--- src/vrv_isa_pkg.sv ---
// vector instruction encoding
package vrv_isa_pkg;

  localparam int unsigned INSTR_W   = 32;
  localparam int unsigned REG_IDX_W = 5;

  // major opcodes used by the vector extension
  typedef enum logic [6:0] {
    VECTOR   = 7'b1010111,
    LOAD_FP  = 7'b0000111,
    STORE_FP = 7'b0100111
  } opcode_t;

  // funct3 categories of the OP-V major opcode
  typedef enum logic [2:0] {
    OPIVV = 3'b000,
    OPFVV = 3'b001,
    OPMVV = 3'b010,
    OPIVI = 3'b011,
    OPIVX = 3'b100,
    OPFVF = 3'b101,
    OPMVX = 3'b110,
    OPCFG = 3'b111
  } vfunct3_t;

  // integer funct6 codes
  typedef enum logic [5:0] {
    VADD   = 6'b000000,
    VSUB   = 6'b000010,
    VRSUB  = 6'b000011,
    VMINU  = 6'b000100,
    VMIN   = 6'b000101,
    VMAXU  = 6'b000110,
    VMAX   = 6'b000111,
    VAND   = 6'b001001,
    VOR    = 6'b001010,
    VXOR   = 6'b001011,
    VMSEQ  = 6'b011000,
    VMSNE  = 6'b011001,
    VMSLTU = 6'b011010,
    VMSLT  = 6'b011011,
    VMSLEU = 6'b011100,
    VMSLE  = 6'b011101,
    VMSGTU = 6'b011110,
    VMSGT  = 6'b011111,
    VSLL   = 6'b100101,
    VSRL   = 6'b101000,
    VSRA   = 6'b101001
  } vopi_t;

  // mask/multiply funct6 codes
  typedef enum logic [5:0] {
    VREDSUM = 6'b000000,
    VREDAND = 6'b000001,
    VREDOR  = 6'b000010,
    VREDXOR = 6'b000011,
    VMANDN  = 6'b011000,
    VMAND   = 6'b011001,
    VMOR    = 6'b011010,
    VMXOR   = 6'b011011,
    VMORN   = 6'b011100,
    VMNAND  = 6'b011101,
    VMNOR   = 6'b011110,
    VMXNOR  = 6'b011111,
    VDIVU   = 6'b100000,
    VDIV    = 6'b100001,
    VREMU   = 6'b100010,
    VREM    = 6'b100011,
    VMULHU  = 6'b100100,
    VMUL    = 6'b100101,
    VMULHSU = 6'b100110,
    VMULH   = 6'b100111
  } vopm_t;

  // element widths for unit-stride load/store
  typedef enum logic [2:0] {
    WIDTH8  = 3'b000,
    WIDTH16 = 3'b101,
    WIDTH32 = 3'b110
  } mem_width_t;

  typedef struct packed {
    logic [5:0]           funct6;
    logic                 vm;
    logic [REG_IDX_W-1:0] vs2;
    logic [REG_IDX_W-1:0] vs1;
    logic [2:0]           funct3;
    logic [REG_IDX_W-1:0] vd;
    logic [6:0]           opcode;
  } vinstr_t;

endpackage
--- src/vdec_ctrl_pkg.sv ---
// vector decoder control types
package vdec_ctrl_pkg;
  import vrv_isa_pkg::*;

  typedef enum logic [5:0] {
    BAD_OP,
    // integer group
    OP_VADD, OP_VSUB, OP_VRSUB,
    OP_VMINU, OP_VMIN, OP_VMAXU, OP_VMAX,
    OP_VAND, OP_VOR, OP_VXOR,
    OP_VMSEQ, OP_VMSNE, OP_VMSLTU, OP_VMSLT,
    OP_VMSLEU, OP_VMSLE, OP_VMSGTU, OP_VMSGT,
    OP_VSLL, OP_VSRL, OP_VSRA,
    // mask/multiply group
    OP_VREDSUM, OP_VREDAND, OP_VREDOR, OP_VREDXOR,
    OP_VMUL, OP_VMULH, OP_VMULHU, OP_VMULHSU,
    OP_VDIVU, OP_VDIV, OP_VREMU, OP_VREM,
    OP_VMANDN, OP_VMAND, OP_VMOR, OP_VMXOR,
    OP_VMORN, OP_VMNAND, OP_VMNOR, OP_VMXNOR
  } vop_t;

  typedef enum logic [1:0] {
    ARITH_CLASS,
    CFG_CLASS,
    MEM_CLASS,
    ILLEGAL_CLASS
  } vclass_t;

  typedef enum logic [3:0] {
    ALU, RED, MUL, DIV, MASK, LOAD_UNIT, STORE_UNIT, NONE
  } fu_t;

  typedef enum logic [3:0] {
    ADD, SUB, AND, OR, XOR, COMP, MM, SLL, SRL, SRA, NOP
  } aluop_t;

  typedef enum logic [1:0] {
    UNSIGNED, SIGNED, UNSIGNED_SIGNED
  } sign_t;

  typedef enum logic [1:0] {
    NOT_CFG, VSETVLI, VSETIVLI, VSETVL
  } cfgsel_t;

  // where the first scalar operand comes from
  typedef enum logic [1:0] {
    V, X, I
  } src_t;

  typedef struct packed {
    vclass_t              vclass;
    vop_t                 op;
    cfgsel_t              cfgsel;
    vfunct3_t             funct3;
    logic                 vm;
    logic [REG_IDX_W-1:0] vd;
    logic [REG_IDX_W-1:0] vs1;
    logic [REG_IDX_W-1:0] vs2;
    logic                 load;
    logic                 store;
  } vdecode_t;

  typedef struct packed {
    vdecode_t   dec;
    fu_t        fu;
    aluop_t     aluop;
    sign_t      signedness;
    src_t       rs1_src;
    logic [1:0] wen;
    logic       single_bit;
  } vctrl_t;

endpackage

--- src/pipe_stage.sv ---
// valid/ready register stage
`timescale 1ns/1ps

module pipe_stage #(
  parameter type payload_t = logic
) (
  input  logic     clk,
  input  logic     rst,
  input  logic     up_valid,
  output logic     up_ready,
  input  payload_t up_data,
  output logic     dn_valid,
  input  logic     dn_ready,
  output payload_t dn_data
);

  logic     full;
  payload_t data_q;

  // accept when empty or when the held item leaves this cycle
  assign up_ready = !full || dn_ready;
  assign dn_valid = full;
  assign dn_data  = data_q;

  always_ff @(posedge clk) begin
    if (rst) begin
      full <= 1'b0;
    end else if (up_valid && up_ready) begin
      full <= 1'b1;
    end else if (dn_ready) begin
      full <= 1'b0;
    end
  end

  always_ff @(posedge clk) begin
    if (up_valid && up_ready) begin
      data_q <= up_data;
    end
  end

endmodule

--- src/vctrl_gen.sv ---
// execution control generation
`timescale 1ns/1ps

module vctrl_gen
  import vrv_isa_pkg::*, vdec_ctrl_pkg::*;
(
  input  vdecode_t dec,
  output vctrl_t   ctrl
);

  fu_t        fu;
  aluop_t     aluop;
  sign_t      signedness;
  src_t       rs1_src;
  logic [1:0] wen;
  logic       single_bit;
  logic       is_arith;

  assign is_arith = (dec.vclass == ARITH_CLASS);

  // functional unit select
  always_comb begin
    fu = NONE;
    if (dec.load) begin
      fu = LOAD_UNIT;
    end else if (dec.store) begin
      fu = STORE_UNIT;
    end else if (is_arith) begin
      case (dec.op)
        OP_VREDSUM, OP_VREDAND, OP_VREDOR, OP_VREDXOR: fu = RED;
        OP_VMUL, OP_VMULH, OP_VMULHU, OP_VMULHSU:      fu = MUL;
        OP_VDIVU, OP_VDIV, OP_VREMU, OP_VREM:          fu = DIV;
        OP_VMANDN, OP_VMAND, OP_VMOR, OP_VMXOR,
        OP_VMORN, OP_VMNAND, OP_VMNOR, OP_VMXNOR:      fu = MASK;
        default:                                       fu = ALU;
      endcase
    end
  end

  always_comb begin
    case (dec.op)
      OP_VADD, OP_VREDSUM:                      aluop = ADD;
      OP_VSUB, OP_VRSUB:                        aluop = SUB;
      OP_VAND, OP_VREDAND, OP_VMAND,
      OP_VMANDN, OP_VMNAND:                     aluop = AND;
      OP_VOR, OP_VREDOR, OP_VMOR,
      OP_VMORN, OP_VMNOR:                       aluop = OR;
      OP_VXOR, OP_VREDXOR, OP_VMXOR, OP_VMXNOR: aluop = XOR;
      OP_VMSEQ, OP_VMSNE, OP_VMSLTU, OP_VMSLT,
      OP_VMSLEU, OP_VMSLE, OP_VMSGTU, OP_VMSGT: aluop = COMP;
      OP_VMINU, OP_VMIN, OP_VMAXU, OP_VMAX:     aluop = MM;
      OP_VSLL:                                  aluop = SLL;
      OP_VSRL:                                  aluop = SRL;
      OP_VSRA:                                  aluop = SRA;
      default:                                  aluop = NOP;
    endcase
  end

  always_comb begin
    case (dec.op)
      OP_VADD, OP_VSUB, OP_VRSUB, OP_VMIN, OP_VMAX,
      OP_VMSLT, OP_VMSLE, OP_VMSGT, OP_VREDSUM,
      OP_VDIV, OP_VREM, OP_VMUL, OP_VMULH:      signedness = SIGNED;
      // vs2 signed, vs1 unsigned
      OP_VMULHSU:                               signedness = UNSIGNED_SIGNED;
      default:                                  signedness = UNSIGNED;
    endcase
  end

  // scalar register or immediate as first operand
  always_comb begin
    rs1_src = V;
    if (dec.load || dec.store) begin
      rs1_src = X;
    end else if (dec.vclass == CFG_CLASS) begin
      rs1_src = (dec.cfgsel == VSETIVLI) ? I : X;
    end else if (is_arith) begin
      if (dec.funct3 inside {OPIVX, OPMVX}) begin
        rs1_src = X;
      end else if (dec.funct3 == OPIVI) begin
        rs1_src = I;
      end
    end
  end

  assign wen = (dec.load || is_arith) ? 2'b11 : 2'b00;

  // compares write one mask bit per element
  assign single_bit = dec.op inside {OP_VMSEQ, OP_VMSNE, OP_VMSLTU, OP_VMSLT,
                                     OP_VMSLEU, OP_VMSLE, OP_VMSGTU, OP_VMSGT};

  assign ctrl = '{
    dec:        dec,
    fu:         fu,
    aluop:      aluop,
    signedness: signedness,
    rs1_src:    rs1_src,
    wen:        wen,
    single_bit: single_bit
  };

endmodule

--- src/vdec_top.sv ---
// vector decoder top
`timescale 1ns/1ps

module vdec_top
  import vrv_isa_pkg::*, vdec_ctrl_pkg::*;
(
  input  logic    clk,
  input  logic    rst,
  input  logic    in_valid,
  output logic    in_ready,
  input  vinstr_t in_instr,
  output logic    out_valid,
  input  logic    out_ready,
  output vctrl_t  out_ctrl
);

  vinstr_t  stage_instr;
  logic     stage_valid;
  logic     stage_ready;
  vdecode_t dec;
  vctrl_t   ctrl;

  pipe_stage #(.payload_t(vinstr_t)) in_stage_i (
    .clk      (clk),
    .rst      (rst),
    .up_valid (in_valid),
    .up_ready (in_ready),
    .up_data  (in_instr),
    .dn_valid (stage_valid),
    .dn_ready (stage_ready),
    .dn_data  (stage_instr)
  );

  vop_decode vop_decode_i (
    .instr (stage_instr),
    .dec   (dec)
  );

  vctrl_gen vctrl_gen_i (
    .dec  (dec),
    .ctrl (ctrl)
  );

  // decode is combinational, so the stages handshake directly
  pipe_stage #(.payload_t(vctrl_t)) out_stage_i (
    .clk      (clk),
    .rst      (rst),
    .up_valid (stage_valid),
    .up_ready (stage_ready),
    .up_data  (ctrl),
    .dn_valid (out_valid),
    .dn_ready (out_ready),
    .dn_data  (out_ctrl)
  );

endmodule

--- src/vop_decode.sv ---
// vector instruction field and op decode
`timescale 1ns/1ps

module vop_decode
  import vrv_isa_pkg::*, vdec_ctrl_pkg::*;
(
  input  vinstr_t  instr,
  output vdecode_t dec
);

  opcode_t    opcode;
  vfunct3_t   funct3;
  mem_width_t width;
  vopi_t      f6_opi;
  vopm_t      f6_opm;
  logic       is_vec;
  logic       is_opi;
  logic       is_opm;
  logic       is_cfg;
  logic       width_ok;
  logic       is_load;
  logic       is_store;
  logic       f3_ok;
  vop_t       op;
  vclass_t    vclass;
  cfgsel_t    cfgsel;

  assign opcode = opcode_t'(instr.opcode);
  assign funct3 = vfunct3_t'(instr.funct3);
  assign width  = mem_width_t'(instr.funct3);
  assign f6_opi = vopi_t'(instr.funct6);
  assign f6_opm = vopm_t'(instr.funct6);

  assign is_vec = (opcode == VECTOR);
  assign is_opi = is_vec && (funct3 inside {OPIVV, OPIVX, OPIVI});
  assign is_opm = is_vec && (funct3 inside {OPMVV, OPMVX});
  assign is_cfg = is_vec && (funct3 == OPCFG);

  // only 8/16/32 bit elements are supported
  assign width_ok = width inside {WIDTH8, WIDTH16, WIDTH32};
  assign is_load  = (opcode == LOAD_FP) && width_ok;
  assign is_store = (opcode == STORE_FP) && width_ok;

  // bit 31 clear is vsetvli, else bit 30 picks vsetivli over vsetvl
  assign cfgsel = !is_cfg          ? NOT_CFG  :
                  !instr.funct6[5] ? VSETVLI  :
                  instr.funct6[4]  ? VSETIVLI : VSETVL;

  always_comb begin
    op    = BAD_OP;
    f3_ok = 1'b1;
    if (is_opi) begin
      case (f6_opi)
        VADD:   op = OP_VADD;
        VSUB:   op = OP_VSUB;
        VRSUB:  op = OP_VRSUB;
        VMINU:  op = OP_VMINU;
        VMIN:   op = OP_VMIN;
        VMAXU:  op = OP_VMAXU;
        VMAX:   op = OP_VMAX;
        VAND:   op = OP_VAND;
        VOR:    op = OP_VOR;
        VXOR:   op = OP_VXOR;
        VMSEQ:  op = OP_VMSEQ;
        VMSNE:  op = OP_VMSNE;
        VMSLTU: op = OP_VMSLTU;
        VMSLT:  op = OP_VMSLT;
        VMSLEU: op = OP_VMSLEU;
        VMSLE:  op = OP_VMSLE;
        VMSGTU: op = OP_VMSGTU;
        VMSGT:  op = OP_VMSGT;
        VSLL:   op = OP_VSLL;
        VSRL:   op = OP_VSRL;
        VSRA:   op = OP_VSRA;
        default: op = BAD_OP;
      endcase
      // no immediate form
      if (f6_opi inside {VSUB, VMINU, VMIN, VMAXU, VMAX, VMSLTU, VMSLT}) begin
        f3_ok = (funct3 != OPIVI);
      end
      // no vector-vector form
      if (f6_opi inside {VRSUB, VMSGTU, VMSGT}) begin
        f3_ok = (funct3 != OPIVV);
      end
    end else if (is_opm) begin
      case (f6_opm)
        VREDSUM: op = OP_VREDSUM;
        VREDAND: op = OP_VREDAND;
        VREDOR:  op = OP_VREDOR;
        VREDXOR: op = OP_VREDXOR;
        VMANDN:  op = OP_VMANDN;
        VMAND:   op = OP_VMAND;
        VMOR:    op = OP_VMOR;
        VMXOR:   op = OP_VMXOR;
        VMORN:   op = OP_VMORN;
        VMNAND:  op = OP_VMNAND;
        VMNOR:   op = OP_VMNOR;
        VMXNOR:  op = OP_VMXNOR;
        VDIVU:   op = OP_VDIVU;
        VDIV:    op = OP_VDIV;
        VREMU:   op = OP_VREMU;
        VREM:    op = OP_VREM;
        VMULHU:  op = OP_VMULHU;
        VMUL:    op = OP_VMUL;
        VMULHSU: op = OP_VMULHSU;
        VMULH:   op = OP_VMULH;
        default: op = BAD_OP;
      endcase
      // reductions and mask-logicals are vector-vector only
      if (instr.funct6[5:4] != 2'b10) begin
        f3_ok = (funct3 == OPMVV);
      end
    end
    if (!f3_ok) begin
      op = BAD_OP;
    end
  end

  always_comb begin
    if (is_cfg) begin
      vclass = CFG_CLASS;
    end else if (is_load || is_store) begin
      vclass = MEM_CLASS;
    end else if (op != BAD_OP) begin
      vclass = ARITH_CLASS;
    end else begin
      vclass = ILLEGAL_CLASS;
    end
  end

  assign dec = '{
    vclass: vclass,
    op:     op,
    cfgsel: cfgsel,
    funct3: funct3,
    vm:     instr.vm,
    vd:     instr.vd,
    vs1:    instr.vs1,
    vs2:    instr.vs2,
    load:   is_load,
    store:  is_store
  };

endmodule

--- config.mk ---
export PLATFORM = sky130hd
export DESIGN_NAME = vdec_top
export DESIGN_NICKNAME = d
export VERILOG_FILES = /design/src/vrv_isa_pkg.sv /design/src/vdec_ctrl_pkg.sv /design/src/pipe_stage.sv /design/src/vctrl_gen.sv /design/src/vdec_top.sv /design/src/vop_decode.sv
export SDC_FILE = /design/constraint.sdc
export NUM_CORES = 1
export LEC_CHECK = 0
export ABC_CLOCK_PERIOD_IN_PS = 5100
export BUFFER_PORTS_ARGS = -buffer_cell sky130_fd_sc_hd__buf_4
export CELL_PAD_IN_SITES_DETAIL_PLACEMENT = 0
export CELL_PAD_IN_SITES_GLOBAL_PLACEMENT = 1
export CORE_UTILIZATION = 28
export DETAILED_ROUTE_END_ITERATION = 10
export PLACE_DENSITY = 0.66
export SYNTH_ARGS = -nofsm -noshare
export SYNTH_HDL_FRONTEND = slang
export SYNTH_HIERARCHICAL = 1
export SYNTH_SLANG_ARGS = --single-unit
--- constraint.sdc ---
create_clock -name clk -period 5.1 [get_ports clk]
set_input_delay 0.51 -clock clk [delete_from_list [all_inputs] [get_ports clk]]
set_output_delay 0.51 -clock clk [all_outputs]
set_load 0.02 [all_outputs]
-- After elaboration in Yosys (flattened, before gate mapping)
Memory sizes are Yosys's and may differ from the RTL's. A register that Yosys moved wholly into a read port is not among the register bits.
Index checks and enable logic that the tools add are counted.
- bits of input ports: 36
- memories: 5
- memory bits (read-only): 1280
- bits in registers: 74
- output and inout bits: 48
- multiplexer cells: 28
- reductions and logical operators: 27
- equality and inequality tests: 31
- bitwise operators: 1
- memory list (memory ; words ; width ; read ports ; clocked after Yosys merged registers in ; wr ports ; line ; source):
    (name not given) ; 64 ; 6 ; 1 ; 1 ; 0 ; vop_decode.sv:86 ; case (f6_opm)
    (name not given) ; 64 ; 5 ; 1 ; 1 ; 0 ; vop_decode.sv:53 ; case (f6_opi)
    (name not given) ; 64 ; 4 ; 1 ; 1 ; 0 ; vctrl_gen.sv:41 ; case (dec.op)
    (name not given) ; 64 ; 3 ; 1 ; 0 ; 0 ; vctrl_gen.sv:29 ; case (dec.op)
    (name not given) ; 64 ; 2 ; 1 ; 1 ; 0 ; vctrl_gen.sv:60 ; case (dec.op)
- operators with widths (operator ; number):
    $eq A6 B5 Y1 const B ; 7
    $eq A6 B4 Y1 const B ; 5
    $mux W6 ; 5
    $mux W2 ; 13
    $eq A6 B3 Y1 const B ; 4
    $eq A3 B3 Y1 const B ; 4
    $eq A6 B2 Y1 const B ; 2
    $reduce_bool A3 Y1 ; 4
    $mux W1 ; 10
    $reduce_bool A2 Y1 ; 4
    $reduce_bool A8 Y1 ; 1
    $eq A7 B3 Y1 const B ; 1
    $eq A7 B6 Y1 const B ; 1
    $eq A7 B7 Y1 const B ; 1
    $logic_and A1 B1 Y1 ; 7
    $reduce_bool A7 Y1 ; 1
    $eq A3 B2 Y1 const B ; 2
    $reduce_bool A6 Y1 ; 1
    $logic_or A1 B1 Y1 ; 4
    $logic_not A3 Y1 ; 1
    $ne A3 B2 Y1 const B ; 1
    $reduce_or A3 Y1 ; 1
    $eq A2 B1 Y1 const B ; 1
    $eq A2 B2 Y1 const B ; 1
    4 further kinds ; 5

-- Depth between registers and ports, before layout
- word-level depth: 13
- depth in mapped cells: 16
- depth with buffers taken out: 13

-- By module
The synthesis kept the hierarchy.
- by module, submodules not included (module ; area an instance (µm²) ; cells each ; instances ; sequential area each (µm²)):
    pipe_stage at out_stage_i ; 1436.4 ; 51 ; 1 ; 1401.3
    pipe_stage at in_stage_i ; 1016.0 ; 37 ; 1 ; 980.9
    vop_decode ; 1007.2 ; 138 ; 1 ; 0.0
    vctrl_gen ; 788.3 ; 125 ; 1 ; 0.0

-- Least setup slack after synthesis
OpenSTA, ideal clock, no wires.
- path type: reg-to-reg
- from: reg in_stage_i.data_q, in the netlist in_stage_i/dn_data[27]
- to: reg out_stage_i/dn_data[8] (netlist name)
- library setup time: 0.259 ns
- path slack: 1.726 ns
- required time: 4.841 ns
- clock period less this slack: 3.374 ns
- path buffers: 1
- arrival time: 3.115 ns
- cell stages (with the launch flop): 15
- path through: edfxtp_1 > inv_1 > ha_1 > or3_1 > a221o_1 > nand4b_2 > a21boi_2 > a21oi_1 > buf_2 > inv_2 > ha_1 > or2b_1 > o311ai_1 > a21oi_1 > a211o_1
- RTL lines (what ; line ; source):
    start: declaration ; pipe_stage.sv:18 ; payload_t data_q;
    start signal: assignment ; pipe_stage.sv:37 ; data_q <= up_data;

==> results.cfg <==
[run_status]
outcome = finished, final reports clean

[sta]
hold_viol = 0
finalSetupTns_ns = 0
maxSlewHeadroom_pct = 53.0
fin_skew_ns = 0.0106
layout_min_cycle_time_ns = 3.59
fin_crit_sh_pct = 70.4
setup_viol = 0
worstMarginPinSlew_ns = 0.703
maxSlewViolCount = 0
grt_setup_unrepaired = no
max_freq_mhz = 278

[clock_tree]
htree_levels = 3
cts_resized = 0
root_buffer = clkbuf_16
path_clk_slew_ns = 0.06
clkSinkCount = 80
hold_buffers = 0
clk_path_buf_depth = 2
cts_inserted_buffers = 9
cts_tree = yes
cts_setup_buffers = 0
clock_latency_ns = 0.33

[synth]
netlist_top_cells_count = edfxtp_1, buf_4, nand2_1, nor2_1, a21oi_1
yosys.area.top_type = edfxtp_1
syn_avg_cell_area_um2 = 12.1
yosysSeqAreaShare_pct = 56.1
async_flop_share_pct = 0
yosysMostFrequentCell = edfxtp_1
syn-cell-area_um2 = 4250
synthFlopType = edfxtp_1
ys_top_cells_by_area = edfxtp_1, buf_4, ha_1
synth_edf_count = 78
syn_inst = 351
ys_types = 67
ys_ff_latch = 80
yosysWarnings = 6
synth_nets = 400
yosysTopAreaCellShare_pct = 55.1

[detailed_routing]
routed_wl_mm = 7.95
dr_total_vias = 2588
vias_per_cell = 4.56
first_pass_iters = 9
wire_per_inst_um = 14.0
drtIter0Drc = 208
drc_errors = 0
ant_nets = 0

[cells_and_area]
drive_gt1_share_pct = 32.6
final_net_count = 428
area_delta_synth_final_pct = 15.9
layoutNonFillerInstCount = 568
num-fill-cells = 1486
fin_util_pct = 33.6
stdcell_area_um2 = 4920
antenna_cells = 0

[job]
drv_cap = 0

[worst_setup_path]
cp_max_fo = 12
rrSetupSlack_ns = 1.51
start_kind = register
rr_startpoint = in_stage_i/dn_data[27]$_DFFE_PP_
path_cells = inv_1 -> ha_1 -> or3_1 -> a221o_1 -> nand4b_2 -> a21boi_2 -> nor2_1 -> nand2b_1 -> nor3_1 -> a21oi_1 -> a211o_1
arrival_ns = 3.67
endpoint = out_stage_i/dn_data[8]$_DFFE_PP_
required_ns = 5.18
reg2regPathDepth = 11
cp_slowest_cell = nor2_1
end_kind = register
rr_endpoint = out_stage_i/dn_data[8]$_DFFE_PP_
timing.critical_path.from = in_stage_i/dn_data[27]$_DFFE_PP_
critPathKind = reg2reg
crit_path_max_incr_delay_ns = 0.58

[placed_design]
port_buffers = 83
hpwl_mm = 5.64
post-place-cells = 552
placed_cell_area_um2 = 4620
place_congestion = 0.813

[die]
die_area_um2 = 15700
num_rows = 44
dieHeight_um = 125
dieWidth_um = 125
start_util_pct = 29.0
core_area_um2 = 14600
ios = 84

[worst_hold_path]
min_path_type = in2reg
worstHoldStart = rst

[global_route]
antenna_found_initial = 0
grt_pass1_vias = 2465
track_usage_pct = 10.6
grt_max_degree = 47
grt_overflow = 0
grt_pass1_wl_mm = 13.0

[pwr]
ir_drop_v = 0.000169
leakage_nw = 1.82
p_total_w = 0.00156
powerDensity_nw_per_um2 = 316
-- flip-flops by register name, indices dropped and copies added (netlist names) --
register,count
out_stage_i/dn_valid,1
in_stage_i/dn_valid,1
out_stage_i/dn_data,46
in_stage_i/dn_data,32
-- power breakdown --
part / internal [W] / total (W) / switching, W
Combinational: 0.0000559 / 0.000122 / 0.0000663
Clock: 0.000388 / 0.000655 / 0.000267
Sequential: 0.000757 / 0.000779 / 0.0000220
Total: 0.00120 / 0.00156 / 0.000355
-- per-layer routing --
metal / vias to the layer above / share of wire, % / GRT usage [%]
li1: 1296 / - / -
met1: 1235 / 48 / 13.7
met2: 53 / 48 / 16.8
met3: 4 / 3.0 / 3.17
met4: 0 / 0.93 / 3.73
met5: - / 0 / 0
-- layout make-up --
| type | instances | area (um^2) | share of cell area (%) |
|---|---|---|---|
| well taps | 184 | 230 | 4.67 |
| multi-input cells | 188 | 1300 | 26.3 |
| clock inverters | 7 | 83.8 | 1.70 |
| repair buffers | 88 | 661 | 13.4 |
| clock buffers | 9 | 225 | 4.57 |
| inverters | 12 | 45.0 | 0.915 |
| flip-flops and latches | 80 | 2380 | 48.4 |
-- layout by cell type, fill, tap and decap left out, types with 2 or more instances in the layout --
| cell type | synthesis | layout |
|---|---|---|
| a21oi_1 | 16 | 16 |
| a21oi_2 | 2 | 2 |
| a221o_1 | 2 | 2 |
| a22oi_1 | 5 | 5 |
| a22oi_2 | 2 | 2 |
| a31oi_1 | 5 | 5 |
| a32oi_1 | 2 | 2 |
| and2_1 | 2 | 2 |
| and2_4 | 3 | 3 |
| and3_1 | 3 | 3 |
| and4b_1 | 2 | 2 |
| buf_4 | 56 | 88 |
| clkbuf_16 | 0 | 9 |
| dfxtp_1 | 2 | 2 |
| edfxtp_1 | 78 | 78 |
| ha_1 | 13 | 13 |
| inv_1 | 8 | 8 |
| inv_2 | 4 | 4 |
| inv_6 | 0 | 3 |
| nand2_1 | 18 | 18 |
| nand2b_1 | 5 | 5 |
| nand2b_4 | 2 | 2 |
| nand3_1 | 7 | 7 |
| nand3b_1 | 5 | 5 |
| nor2_1 | 18 | 18 |
| nor2b_1 | 8 | 8 |
| nor3_1 | 5 | 5 |
| nor4_1 | 2 | 2 |
| o211ai_1 | 4 | 4 |
| o21ai_0 | 9 | 9 |
| o21ai_1 | 3 | 3 |
| o22ai_1 | 4 | 4 |
| o2bb2ai_1 | 2 | 2 |
| o311ai_1 | 2 | 2 |
| o31a_1 | 2 | 2 |
| o41ai_2 | 2 | 2 |
| or2_1 | 2 | 2 |
| or3_1 | 2 | 2 |
| xor2_1 | 2 | 2 |
-- cell families (layout without fill, tap and decap cells) --
logic type | Yosys count | after routing | synth area share, %
other | 1 | 1 | 0.0883
AND/OR/NAND/NOR | 96 | 96 | 13.3
AO/OA/AOI/OAI | 75 | 75 | 12.7
flip-flops | 80 | 80 | 56.1
adder cells (fa/ha/maj) | 13 | 13 | 3.83
XOR/XNOR | 3 | 3 | 0.619
buffers and inverters | 83 | 116 | 13.4
-- worst min-delay path by stage --
stage	end	slack, ns	depth (start not counted)
floorplan	out_stage_i/dn_valid$_SDFFE_PP0P_	0.47	2
global placement	out_stage_i/dn_data[30]$_DFFE_PP_	0.40	0
detailed placement	out_stage_i/dn_data[27]$_DFFE_PP_	0.40	0
CTS	out_stage_i/dn_valid$_SDFFE_PP0P_	0.33	2
global route	out_stage_i/dn_valid$_SDFFE_PP0P_	0.33	2
finish	out_stage_i/dn_valid$_SDFFE_PP0P_	0.34	2
-- metrics by stage --
| step | hold WS (ns) | setup slack [ns] |
|---|---|---|
| after CTS | 0.327 | 1.58 |
| after detailed placement | 0.405 | 1.58 |
| after global routing | 0.327 | 1.29 |
| after global placement | 0.401 | 1.70 |
| after floorplan | 0.474 | 1.73 |
| final | 0.339 | 1.51 |
-- critical path, delay by kind of cell (launching register included) --
| family | cells | cell delay, ns |
|---|---|---|
| simple gates | 5 | 1.61 |
| compound gates | 4 | 0.78 |
| flops | 1 | 0.51 |
| fa+ha+maj | 1 | 0.23 |
| buf+inv | 1 | 0.21 |
Power figures use the tool's default switching activity.
